[src/source/lpif_defs.svh]
/*
  Shared widths for the two-lane streaming link
  Lane layout, flit and user field sizes, Wishbone register map
*/
`ifndef LPIF_DEFS_SVH
`define LPIF_DEFS_SVH

// PHY lane word layout
`define LPIF_LANE_W          80
`define LPIF_LANE_PAYLOAD_W  75
`define LPIF_STB_BIT         75
`define LPIF_MRK_BIT         76

// Flit and user field widths
`define LPIF_FLIT_W          150
`define LPIF_DATA_W          128
`define LPIF_STATE_W         8
`define LPIF_PROTID_W        4
`define LPIF_DVALID_W        2
`define LPIF_CRC_W           4
`define LPIF_CRC_VALID_W     2
`define LPIF_VALID_W         2
`define LPIF_DELAY_W         16

// Wishbone bus and word offsets
`define LPIF_WB_ADR_W        3
`define LPIF_WB_DAT_W        32
`define LPIF_ADDR_DELAY_X    3'd0
`define LPIF_ADDR_DELAY_Y    3'd1
`define LPIF_ADDR_DELAY_Z    3'd2
`define LPIF_ADDR_CTRL       3'd3
`define LPIF_ADDR_STATUS     3'd4

`endif

[src/source/lpif_pkg.sv]
/*
  Link types: user stream fields, flit vector,
  configuration from the register block, sync flags
*/
package lpif_pkg;

`include "lpif_defs.svh"

  ////////////////////////////////////////
  // User stream, one flit worth of fields
  ////////////////////////////////////////

  // First field lands in the flit MSBs
  typedef struct packed {
    logic [`LPIF_STATE_W-1:0]     state;
    logic [`LPIF_PROTID_W-1:0]    protid;
    logic [`LPIF_DATA_W-1:0]      data;
    logic [`LPIF_DVALID_W-1:0]    dvalid;
    logic [`LPIF_CRC_W-1:0]       crc;
    logic [`LPIF_CRC_VALID_W-1:0] crc_valid;
    logic [`LPIF_VALID_W-1:0]     valid;
  } lpif_stream_t;

  // Flit as carried across both lanes
  typedef logic [`LPIF_FLIT_W-1:0] lpif_flit_t;

  ////////////////////////////////////////
  // Control between blocks
  ////////////////////////////////////////

  // Programmed through Wishbone
  typedef struct packed {
    logic [`LPIF_DELAY_W-1:0] delay_x;
    logic [`LPIF_DELAY_W-1:0] delay_y;
    logic [`LPIF_DELAY_W-1:0] delay_z;
    logic                     gen2_mode;
  } lpif_cfg_t;

  // Sync bits and delayed online flags
  typedef struct packed {
    logic stb;
    logic mrk;
    logic tx_online_delay;
    logic rx_online_delay;
  } lpif_sync_t;

endpackage

[src/source/lpif_auto_sync.sv]
/*
  Auto sync for the link
  Online delay counters for both directions,
  strobe and marker bit generation
*/
`include "lpif_defs.svh"
`timescale 1ns/100ps

module lpif_auto_sync import lpif_pkg::*; (
  input  logic       clk_wr,
  input  logic       rst_n,
  input  lpif_cfg_t  cfg,
  input  logic       tx_online,
  input  logic       rx_online,
  output lpif_sync_t sync
);

  // Extra bit holds the y + z sum
  logic [`LPIF_DELAY_W:0]   tx_target;
  logic [`LPIF_DELAY_W:0]   tx_cnt;
  logic [`LPIF_DELAY_W-1:0] rx_cnt;
  logic                     tx_delay_q;
  logic                     rx_delay_q;
  // High on every second word after tx_online rises
  logic                     word_odd;

  assign tx_target = {1'b0, cfg.delay_y} + {1'b0, cfg.delay_z};

  ////////////////////////////////////////
  // Tx online delay
  ////////////////////////////////////////

  // Counter parks at the target, flag follows one cycle later
  always_ff @(posedge clk_wr or negedge rst_n) begin
    if (!rst_n) begin
      tx_cnt     <= '0;
      tx_delay_q <= 1'b0;
    end else if (!tx_online) begin
      tx_cnt     <= '0;
      tx_delay_q <= 1'b0;
    end else begin
      if (tx_cnt < tx_target)
        tx_cnt <= tx_cnt + 1'b1;
      tx_delay_q <= (tx_cnt >= tx_target);
    end
  end

  ////////////////////////////////////////
  // Rx online delay
  ////////////////////////////////////////

  always_ff @(posedge clk_wr or negedge rst_n) begin
    if (!rst_n) begin
      rx_cnt     <= '0;
      rx_delay_q <= 1'b0;
    end else if (!rx_online) begin
      rx_cnt     <= '0;
      rx_delay_q <= 1'b0;
    end else begin
      if (rx_cnt < cfg.delay_x)
        rx_cnt <= rx_cnt + 1'b1;
      rx_delay_q <= (rx_cnt >= cfg.delay_x);
    end
  end

  // Word parity, restarts at even on each tx_online rise
  always_ff @(posedge clk_wr or negedge rst_n) begin
    if (!rst_n)
      word_odd <= 1'b0;
    else
      word_odd <= tx_online & ~word_odd;
  end

  // Gen1 marks every word, gen2 only the even ones
  always_comb begin
    sync.stb             = tx_online;
    sync.mrk             = tx_online & (~cfg.gen2_mode | ~word_odd);
    sync.tx_online_delay = tx_delay_q;
    sync.rx_online_delay = rx_delay_q;
  end

endmodule

[src/source/lpif_field_map.sv]
/*
  Field mapper
  Packs upstream user fields into a flit,
  unpacks and registers accepted receive flits
*/
`include "lpif_defs.svh"
`timescale 1ns/100ps

module lpif_field_map import lpif_pkg::*; (
  input  logic         clk_wr,
  input  logic         rst_n,
  input  lpif_stream_t ustrm,
  output lpif_flit_t   tx_flit,
  input  lpif_flit_t   rx_flit,
  input  logic         rx_accept,
  output lpif_stream_t dstrm
);

  lpif_stream_t                 rx_fields;
  // Qualifiers, cleared on idle words
  logic [`LPIF_VALID_W-1:0]     valid_q;
  logic [`LPIF_DVALID_W-1:0]    dvalid_q;
  logic [`LPIF_CRC_VALID_W-1:0] crc_valid_q;
  // Payload fields hold between accepted flits
  logic [`LPIF_STATE_W-1:0]     state_q;
  logic [`LPIF_PROTID_W-1:0]    protid_q;
  logic [`LPIF_DATA_W-1:0]      data_q;
  logic [`LPIF_CRC_W-1:0]       crc_q;

  // Transmit packing, state in the top bits
  assign tx_flit = {ustrm.state, ustrm.protid, ustrm.data, ustrm.dvalid,
                    ustrm.crc, ustrm.crc_valid, ustrm.valid};

  // Same order on the way back
  assign rx_fields = lpif_stream_t'(rx_flit);

  always_ff @(posedge clk_wr or negedge rst_n) begin
    if (!rst_n) begin
      valid_q     <= '0;
      dvalid_q    <= '0;
      crc_valid_q <= '0;
    end else begin
      valid_q     <= rx_accept ? rx_fields.valid : '0;
      dvalid_q    <= rx_accept ? rx_fields.dvalid : '0;
      crc_valid_q <= rx_accept ? rx_fields.crc_valid : '0;
    end
  end

  always_ff @(posedge clk_wr) begin
    if (rx_accept) begin
      state_q  <= rx_fields.state;
      protid_q <= rx_fields.protid;
      data_q   <= rx_fields.data;
      crc_q    <= rx_fields.crc;
    end
  end

  assign dstrm = '{state: state_q, protid: protid_q, data: data_q, dvalid: dvalid_q,
                   crc: crc_q, crc_valid: crc_valid_q, valid: valid_q};

endmodule

[src/source/lpif_lane_concat.sv]
/*
  Lane concatenator
  Splits the tx flit over two PHY lanes with strobe and marker,
  rebuilds the rx flit and qualifies it on both strobes
*/
`include "lpif_defs.svh"
`timescale 1ns/100ps

module lpif_lane_concat import lpif_pkg::*; (
  input  logic                    clk_wr,
  input  logic                    rst_n,
  input  lpif_sync_t              sync,
  input  lpif_flit_t              tx_flit,
  output lpif_flit_t              rx_flit,
  output logic                    rx_accept,
  output logic [`LPIF_LANE_W-1:0] tx_phy0,
  output logic [`LPIF_LANE_W-1:0] tx_phy1,
  input  logic [`LPIF_LANE_W-1:0] rx_phy0,
  input  logic [`LPIF_LANE_W-1:0] rx_phy1,
  output logic                    tx_count_inc,
  output logic                    rx_count_inc
);

  logic [`LPIF_LANE_PAYLOAD_W-1:0] tx_pay0;
  logic [`LPIF_LANE_PAYLOAD_W-1:0] tx_pay1;
  logic [`LPIF_LANE_W-1:0]         tx_word0;
  logic [`LPIF_LANE_W-1:0]         tx_word1;
  // Marks a payload word on the lanes
  logic                            tx_sent_q;

  // Payload in the low bits, sync bits above, top bits spare
  function automatic logic [`LPIF_LANE_W-1:0] lane_word(
    input logic [`LPIF_LANE_PAYLOAD_W-1:0] payload,
    input logic                            stb,
    input logic                            mrk
  );
    logic [`LPIF_LANE_W-1:0] word;
    word                                 = '0;
    word[`LPIF_LANE_PAYLOAD_W-1:0]       = payload;
    word[`LPIF_STB_BIT]                  = stb;
    word[`LPIF_MRK_BIT]                  = mrk;
    return word;
  endfunction

  ////////////////////////////////////////
  // Transmit
  ////////////////////////////////////////

  // Zero payload until the tx delay has passed
  assign tx_pay0 = sync.tx_online_delay ? tx_flit[`LPIF_LANE_PAYLOAD_W-1:0] : '0;
  assign tx_pay1 = sync.tx_online_delay ?
                   tx_flit[`LPIF_FLIT_W-1:`LPIF_LANE_PAYLOAD_W] : '0;

  // Both lanes carry the same sync bits
  assign tx_word0 = lane_word(tx_pay0, sync.stb, sync.mrk);
  assign tx_word1 = lane_word(tx_pay1, sync.stb, sync.mrk);

  // Single register stage to the PHY
  always_ff @(posedge clk_wr or negedge rst_n) begin
    if (!rst_n) begin
      tx_phy0   <= '0;
      tx_phy1   <= '0;
      tx_sent_q <= 1'b0;
    end else begin
      tx_phy0   <= tx_word0;
      tx_phy1   <= tx_word1;
      tx_sent_q <= sync.tx_online_delay;
    end
  end

  // One count per word that left with payload
  assign tx_count_inc = tx_sent_q;

  ////////////////////////////////////////
  // Receive
  ////////////////////////////////////////

  // Lane 1 carries the upper flit half
  assign rx_flit = {rx_phy1[`LPIF_LANE_PAYLOAD_W-1:0], rx_phy0[`LPIF_LANE_PAYLOAD_W-1:0]};

  // Both strobes needed, after the rx delay
  assign rx_accept = sync.rx_online_delay & rx_phy0[`LPIF_STB_BIT] & rx_phy1[`LPIF_STB_BIT];

  // Counted on the same edge the mapper registers it
  assign rx_count_inc = rx_accept;

endmodule

[src/source/lpif_wb_cfg.sv]
/*
  Wishbone classic slave
  Delay, control and status registers,
  saturating tx and rx flit counters
*/
`include "lpif_defs.svh"
`timescale 1ns/100ps

module lpif_wb_cfg import lpif_pkg::*; (
  input  logic                      clk_wr,
  input  logic                      rst_n,
  input  logic                      wb_cyc,
  input  logic                      wb_stb,
  input  logic                      wb_we,
  input  logic [`LPIF_WB_ADR_W-1:0] wb_adr,
  input  logic [`LPIF_WB_DAT_W-1:0] wb_dat_i,
  output logic [`LPIF_WB_DAT_W-1:0] wb_dat_o,
  output logic                      wb_ack,
  output lpif_cfg_t                 cfg,
  input  logic                      tx_count_inc,
  input  logic                      rx_count_inc
);

  // New cycle seen, not yet acked
  logic                      wb_req;
  logic [`LPIF_WB_DAT_W-1:0] rd_data;
  logic [`LPIF_DELAY_W-1:0]  tx_flits;
  logic [`LPIF_DELAY_W-1:0]  rx_flits;

  assign wb_req = wb_cyc & wb_stb & ~wb_ack;

  ////////////////////////////////////////
  // Bus handshake and register writes
  ////////////////////////////////////////

  // Ack is a one-cycle pulse, write lands with it
  always_ff @(posedge clk_wr or negedge rst_n) begin
    if (!rst_n) begin
      wb_ack <= 1'b0;
      cfg    <= '0;
    end else begin
      wb_ack <= wb_req;
      if (wb_req && wb_we) begin
        case (wb_adr)
          `LPIF_ADDR_DELAY_X: cfg.delay_x   <= wb_dat_i[`LPIF_DELAY_W-1:0];
          `LPIF_ADDR_DELAY_Y: cfg.delay_y   <= wb_dat_i[`LPIF_DELAY_W-1:0];
          `LPIF_ADDR_DELAY_Z: cfg.delay_z   <= wb_dat_i[`LPIF_DELAY_W-1:0];
          `LPIF_ADDR_CTRL:    cfg.gen2_mode <= wb_dat_i[0];
          // Status is read only
          default: ;
        endcase
      end
    end
  end

  // Read mux, unused offsets read zero
  always_comb begin
    case (wb_adr)
      `LPIF_ADDR_DELAY_X: rd_data = {16'h0, cfg.delay_x};
      `LPIF_ADDR_DELAY_Y: rd_data = {16'h0, cfg.delay_y};
      `LPIF_ADDR_DELAY_Z: rd_data = {16'h0, cfg.delay_z};
      `LPIF_ADDR_CTRL:    rd_data = {31'h0, cfg.gen2_mode};
      `LPIF_ADDR_STATUS:  rd_data = {rx_flits, tx_flits};
      default:            rd_data = '0;
    endcase
  end

  // Valid while ack is high
  always_ff @(posedge clk_wr) begin
    if (wb_req && !wb_we)
      wb_dat_o <= rd_data;
  end

  // Flit counters stick at all ones
  always_ff @(posedge clk_wr or negedge rst_n) begin
    if (!rst_n) begin
      tx_flits <= '0;
      rx_flits <= '0;
    end else begin
      if (tx_count_inc && tx_flits != '1)
        tx_flits <= tx_flits + 1'b1;
      if (rx_count_inc && rx_flits != '1)
        rx_flits <= rx_flits + 1'b1;
    end
  end

endmodule

[src/source/lpif_link_top.sv]
/*
  Link top level
  Register block, auto sync, field mapper, lane concatenator
*/
`include "lpif_defs.svh"
`timescale 1ns/100ps

module lpif_link_top import lpif_pkg::*; (
  input  logic                      clk_wr,
  input  logic                      rst_n,
  // Link bring-up
  input  logic                      tx_online,
  input  logic                      rx_online,
  // Wishbone configuration port
  input  logic                      wb_cyc,
  input  logic                      wb_stb,
  input  logic                      wb_we,
  input  logic [`LPIF_WB_ADR_W-1:0] wb_adr,
  input  logic [`LPIF_WB_DAT_W-1:0] wb_dat_i,
  output logic [`LPIF_WB_DAT_W-1:0] wb_dat_o,
  output logic                      wb_ack,
  // PHY lanes
  output logic [`LPIF_LANE_W-1:0]   tx_phy0,
  output logic [`LPIF_LANE_W-1:0]   tx_phy1,
  input  logic [`LPIF_LANE_W-1:0]   rx_phy0,
  input  logic [`LPIF_LANE_W-1:0]   rx_phy1,
  // User streams
  input  lpif_stream_t              ustrm,
  output lpif_stream_t              dstrm
);

  ////////////////////////////////////////
  // Interconnect
  ////////////////////////////////////////

  lpif_cfg_t  cfg;
  lpif_sync_t sync;
  lpif_flit_t tx_flit;
  lpif_flit_t rx_flit;
  logic       rx_accept;
  logic       tx_count_inc;
  logic       rx_count_inc;

  // Registers and flit counters
  lpif_wb_cfg cfg_regs (
    .clk_wr, .rst_n,
    .wb_cyc, .wb_stb, .wb_we, .wb_adr, .wb_dat_i, .wb_dat_o, .wb_ack,
    .cfg, .tx_count_inc, .rx_count_inc
  );

  // Online delays and sync bits
  lpif_auto_sync auto_sync (
    .clk_wr, .rst_n, .cfg, .tx_online, .rx_online, .sync
  );

  // User fields to and from flits
  lpif_field_map field_map (
    .clk_wr, .rst_n, .ustrm, .tx_flit, .rx_flit, .rx_accept, .dstrm
  );

  // Flits to and from the two lanes
  lpif_lane_concat lane_concat (
    .clk_wr, .rst_n, .sync, .tx_flit, .rx_flit, .rx_accept,
    .tx_phy0, .tx_phy1, .rx_phy0, .rx_phy1,
    .tx_count_inc, .rx_count_inc
  );

endmodule

[config.mk]
export PLATFORM = sky130hd
export DESIGN_NAME = lpif_link_top
export DESIGN_NICKNAME = d
export VERILOG_FILES = /design/src/source/lpif_pkg.sv /design/src/source/lpif_auto_sync.sv /design/src/source/lpif_field_map.sv /design/src/source/lpif_lane_concat.sv /design/src/source/lpif_wb_cfg.sv /design/src/source/lpif_link_top.sv
export VERILOG_INCLUDE_DIRS = /design/src /design/src/source
export SDC_FILE = /design/constraint.sdc
export NUM_CORES = 1
export LEC_CHECK = 0
export BUFFER_PORTS_ARGS = -buffer_cell sky130_fd_sc_hd__buf_2
export CAP_MARGIN = 20
export CORE_AREA = 4 4 265 267
export CTS_CLUSTER_SIZE = 25
export DETAILED_ROUTE_END_ITERATION = 16
export DIE_AREA = 0 0 269 271
export SLEW_MARGIN = 20
export SYNTH_ARGS = -nofsm -noshare
export SYNTH_HDL_FRONTEND = slang
export SYNTH_HIERARCHICAL = 1
export SYNTH_SLANG_ARGS = --single-unit
[constraint.sdc]
create_clock -name clk_wr -period 6.3 [get_ports clk_wr]
set_input_delay 0.315 -clock clk_wr [delete_from_list [all_inputs] [get_ports clk_wr]]
set_output_delay 0.315 -clock clk_wr [all_outputs]
set_load 0.005 [all_outputs]
# Yosys cells after proc, flatten, opt, wreduce, memory -nomap -nowiden
# Index checks and enable logic that the tools add are counted.
[op_classes]
n_addsub = 5
eq_ne = 8
reduce_logical = 10
muxes = 12
n_bitwise = 10
n_lt_le_gt_ge = 4
[op_table]
columns = ["cell", "count"]
rows = [
  ["32-bit one-hot mux with 5 select lines", 1],
  ["75-bit 2-to-1 mux", 2],
  ["16-bit by 1-bit adder with 16-bit output, second input constant", 3],
  ["17-bit 2-to-1 mux", 2],
  ["16-bit 2-to-1 mux", 2],
  ["16-bit inequality test, second input constant", 2],
  ["16-bit by 16-bit adder with 17-bit output", 1],
  ["17-bit by 1-bit adder with 17-bit output, second input constant", 1],
  ["17-bit >= comparator", 1],
  ["17-bit < comparator", 1],
  ["16-bit >= comparator", 1],
  ["16-bit < comparator", 1],
  ["2-bit AND reduction", 4],
  ["1-bit bitwise AND", 6],
  ["3-bit by 2-bit equality test with 1-bit output, second input constant", 2],
  ["2-bit 2-to-1 mux", 3],
  ["1-bit logical AND", 4],
  ["2-bit by 1-bit inequality test with 1-bit output, second input constant", 2],
  ["3-bit by 1-bit equality test with 1-bit output, second input constant", 1],
  ["3-bit equality test, second input constant", 1],
  ["3-bit zero test", 1],
  ["1-bit NOT", 3],
  ["1-bit 2-to-1 mux", 2],
  ["1-bit zero test", 1],
  ["1-bit OR", 1],
]
[word_totals]
wordCells = 72
output_inout_bits = 343
input_bits = 352
register_bits = 455

# Depth between registers and ports, before layout
[logic_depth]
ltp_word = 4
mapped_depth = 17
depth_no_buf = 15

# Modules after synthesis
# Netlist, hierarchy kept.
[modules_own_cells]
columns = ["module", "cells_each", "n_inst", "seq_area_each_um2", "area_per_inst_um2"]
rows = [
  ["lpif_lane_concat", 480, 1, 3828.7, 6119.6],
  ["lpif_field_map", 306, 1, 4474.3, 5637.9],
  ["lpif_wb_cfg", 353, 1, 3012.9, 4962.3],
  ["lpif_auto_sync", 404, 1, 900.9, 3388.2],
]

# Worst setup path after synthesis
# OpenSTA, ideal clock, no wires.
[synth_path]
path_type = "register to register"
start = "reg auto_sync.rx_delay_q"
end = "reg cfg_regs.rx_flits[14]"
path_stages_with_launch = 8
period_less_slack_ns = 5.254
setup_slack_ns = 1.046
n_path_buf = 2
setup_ns = 0.079
required_ns = 6.221
arrival_ns = 5.175
path_cell_list = "dfrtp_1 -> buf_4 -> and3_1 -> buf_4 -> and4_1 -> nand2b_1 -> nor4_1 -> xor2_1"
[synth_via]
elab_chain_cells = 3
[synth_lines]
columns = ["element", "line", "source"]
rows = [
  ["start, declared", "lpif_auto_sync.sv:23", "logic rx_delay_q;"],
  ["start signal, assigned", "lpif_auto_sync.sv:62", "rx_delay_q <= (rx_cnt >= cfg.delay_x);"],
  ["1-bit bitwise AND (2 in series)", "lpif_lane_concat.sv:82", "assign rx_accept = sync.rx_online_delay & rx_phy0[`LPIF_STB_BIT] & rx_phy1[`LPIF_STB_BIT];"],
  ["named net rx_accept", "lpif_link_top.sv:40", "logic rx_accept;"],
  ["1-bit logical AND", "lpif_wb_cfg.sv:82", "if (rx_count_inc && rx_flits != '1)"],
  ["end signal, assigned", "lpif_wb_cfg.sv:83", "rx_flits <= rx_flits + 1'b1;"],
  ["end, declared", "lpif_wb_cfg.sv:28", "logic [`LPIF_DELAY_W-1:0] rx_flits;"],
]
# The timed path passes the listed nets, and every way through them passes these cells.
# A chain may end at the register's enable or synchronous reset.

# Final worst setup path
[layout_path]
start = "reg cfg_regs/cfg[1] (netlist name)"
end = "reg auto_sync.tx_cnt[16]"
[layout_via]
elab_chain_cells = 3
[layout_lines]
columns = ["element", "line", "source"]
rows = [
  ["16-bit by 16-bit adder with 17-bit output", "lpif_auto_sync.sv:27", "assign tx_target = {1'b0, cfg.delay_y} + {1'b0, cfg.delay_z};"],
  ["17-bit < comparator", "lpif_auto_sync.sv:42", "if (tx_cnt < tx_target)"],
  ["2-bit by 1-bit inequality test with 1-bit output (no line)", "n/a", ""],
  ["end signal, assigned", "lpif_auto_sync.sv:43", "tx_cnt <= tx_cnt + 1'b1;"],
  ["end, declared", "lpif_auto_sync.sv:20", "logic [`LPIF_DELAY_W:0] tx_cnt;"],
]
# No other way between the ends.

==> results.toml <==
[floorplanning]
std_cell_rows = 96
die_area_sq_um = 72900
fp.dieH_um = 271
start_util_pct = 29.5
ios = 695
core_sq_um = 68100
die_x_um = 269

[synth]
synth.top_cell.area_share_pct = 34.5
ys_ff_latch = 453
ys_types = 68
synth_flop_cell = "dfrtp_1"
yosys.area.top_type = "dfrtp_1"
yosys_warnings = 6
synth_edf_count = 176
syn-instance-count = 1543
synthesis.area_sq_um = 20100
syn_area_per_cell_sq_um = 13.0
seq_area_frac_synth_pct = 60.8
synthArstFlopShare_pct = 61.1
synth.area.top_cells = "dfrtp_1, edfxtp_1, buf_4"

[sta]
slew_headroom_pct = 29.6
hold_viol = 0
tns_ns = 0
layout_min_cycle_time_ns = 4.79
final_max_slew_viol_count = 0
fin_ws_ns = 1.51
finalClockSkew_ns = 0.0181
setup_viol = 0
worstMarginPinSlew_ns = 1.06
fmax_ghz = 0.209
rsz0062_at_grt = "no"
fin_crit_sh_pct = 76.0

[critical_path]
startpoint_type = "register"
worstPathCellList = "ha_1 > fa_1 > a211oi_1 > o21ai_0 > a311o_1 > a31o_2 > a21oi_1 > xor2_1 > ha_1 > and4_1 > a221o_1 > a21o_1 > or4_1 > a21oi_1"
cp.buffers_inverters = 0
crit_required_ns = 6.81
crit_slowest_cell = "or4_1"
cpPeakStageDelay_ns = 0.62
cp_top_family = "compound AO/OA/AOI/OAI gates"
worst-path-max-fanout = 30
end_kind = "register"
critPathArrivalTime_ns = 5.29
worstSetupPathType = "register to register"

[power]
peakVddDrop_uv = 193
leakagePower_nw = 12.7
power.density_nw_per_um2 = 265
power.total_mw = 7.15

[cts]
clockRootBuffer = "clkbuf_16"
cts_hold_buffers = 317
cts_htree_levels = 2
clk_path_buf_depth = 3
clock_sinks = 453
post-cts-setup-buffers = 0
path_clk_slew_ns = 0.06
clkLatencyLatePin_ns = 0.60
cts_inserted_buffers = 51
cts_resized = 0
cts_tree = "yes"

[cells_and_area]
nNetsFinal = 2645
final_common_cell = "buf_2"
layout-drive-gt1-share_pct = 36.0
layout_common_cells = "buf_2, dlygate4sd3_1, dfrtp_1"
synthToLayoutAreaGrowth_pct = 34.1
n_fill_cell = 6327

[placed_design]
portBuffers = 664
pre_cts_ws_ns = 1.52
gp_congestion = 0.842
dp_hpwl_um = 44500

[job]
cap_violations = 0

[route]
viasPerCell = 4.43
met1_length_um = 20900
wl_met3_um = 4740
final_antenna_net_count = 0
wl_per_cell_um = 19.5
top_layer = "met4"
routed-wl-met2_um = 33900
drtIter0Drc = 589
wl_um = 61800
vias = 14100
drtPass1Iterations = 5
remaining_drc_errors = 0

[global_route]
grt_max_degree = 141
antenna_found_initial = 26
grt_pass1_wl_um = 90900
grt-ovfl-total = 0
first_global_vias = 15300
track_usage_pct = 16.3

[outcome]
outcome = "complete, no violations"

[worst_hold_path]
hold_class = "primary input to register"
## cell families after synthesis
kind of cell / share of synthesized area, %
mux: 3.38
simple gates: 11.8
xor+xnor: 1.61
buf+inv: 13.6
compound gates: 5.44
flops: 60.8
other cells: 0.0186
fa+ha+maj: 3.40
## sequential cells by signal, indices dropped and copies added, names as in the netlist, 4 cells and up
name                 count
lane_concat/tx_phy0     77
cfg_regs/tx_flits       16
cfg_regs/rx_flits       16
cfg_regs/wb_dat_o       32
cfg_regs/cfg            49
auto_sync/rx_cnt        16
field_map/protid_q       4
auto_sync/tx_cnt        17
lane_concat/tx_phy1     75
field_map/crc_q          4
field_map/state_q        8
field_map/data_q       128
## path summary, 6_finish.rpt
path                                    startpoint                       to  slack, ns  cells past startpoint
max in group asynchronous                    rst_n     field_map/valid_q[1]       4.86                      3
min in group asynchronous                    rst_n  lane_concat/tx_phy1[43]       0.22                      2
worst max-delay path               cfg_regs/cfg[1]     auto_sync/tx_cnt[16]       1.51                     14
worst min-delay path                     rx_online      auto_sync/rx_cnt[5]       0.11                      3
worst max register to register     cfg_regs/cfg[1]     auto_sync/tx_cnt[16]       1.51                     14
worst min register to register  auto_sync/word_odd       auto_sync/word_odd       0.42                      1
## worst min-delay path: stages
cell and delay [ns]:
buf_2 0.19, nand2_1 0.10, mux2i_1 0.05
## power breakdown
part	internal (mW)	leakage, nW	switching [mW]
Clock	1.76	0.833	1.26
Combinational	0.443	6.49	0.396
Sequential	3.18	5.41	0.112
Total	5.38	12.7	1.77
## through the flow
| stage | std cells | area [sq um] | util, % | hold slack (ns) |
|---|---|---|---|---|
| floorplan | 1548 | 20100 | - | 0.0194 |
| global placement | 2750 | 22000 | 32.4 | 0.273 |
| detailed placement | 2750 | 22000 | 32.4 | 0.287 |
| CTS | 3162 | 26900 | 39.5 | 0.0113 |
| global route | 3175 | 27000 | 39.6 | 0.106 |
| finish | 3176 | 27000 | 39.6 | 0.107 |
## layout make-up
type	count	area [sq um]	area share (%)
Tap cell	882	1100	4.09
Multi-Input combinational cell	711	5180	19.2
Antenna cell	13	32.5	0.121
Clock buffer	71	1420	5.28
Timing Repair Buffer	990	6590	24.5
Clock inverter	24	279	1.04
Sequential cell	453	12200	45.3
Inverter	32	120	0.446
## layer usage
| metal | vias up | track usage [%] |
|---|---|---|
| met1 | 6860 | 16.1 |
| met4 | 0 | 6.33 |
| met3 | 121 | 4.42 |
| met5 | - | 0 |
| li1 | 6493 | - |
| met2 | 594 | 31.9 |
## cells in the mapped netlist (5+ instances only)
master    instances
and2_1          172
a221o_1          15
a21oi_1          49
xnor2_1          19
a21o_1            6
inv_1            31
xor2_1           18
nand2_1          45
nand4_1          24
a22o_1           14
o31ai_1          16
buf_2             7
mux2_2           50
ha_1             53
nand3_1          29
and3_1           15
mux2i_1           9
or4_1            15
o21a_1            5
buf_6            13
nor4_1            7
a31oi_1           8
clkbuf_1         15
buf_4           317
and4_1            8
o21ai_0          19
nand2b_1         14
nor2_1           26
edfxtp_1        176
dfrtp_1         277
nor3_1           15
No activity file was read; power rests on OpenSTA's default activity.
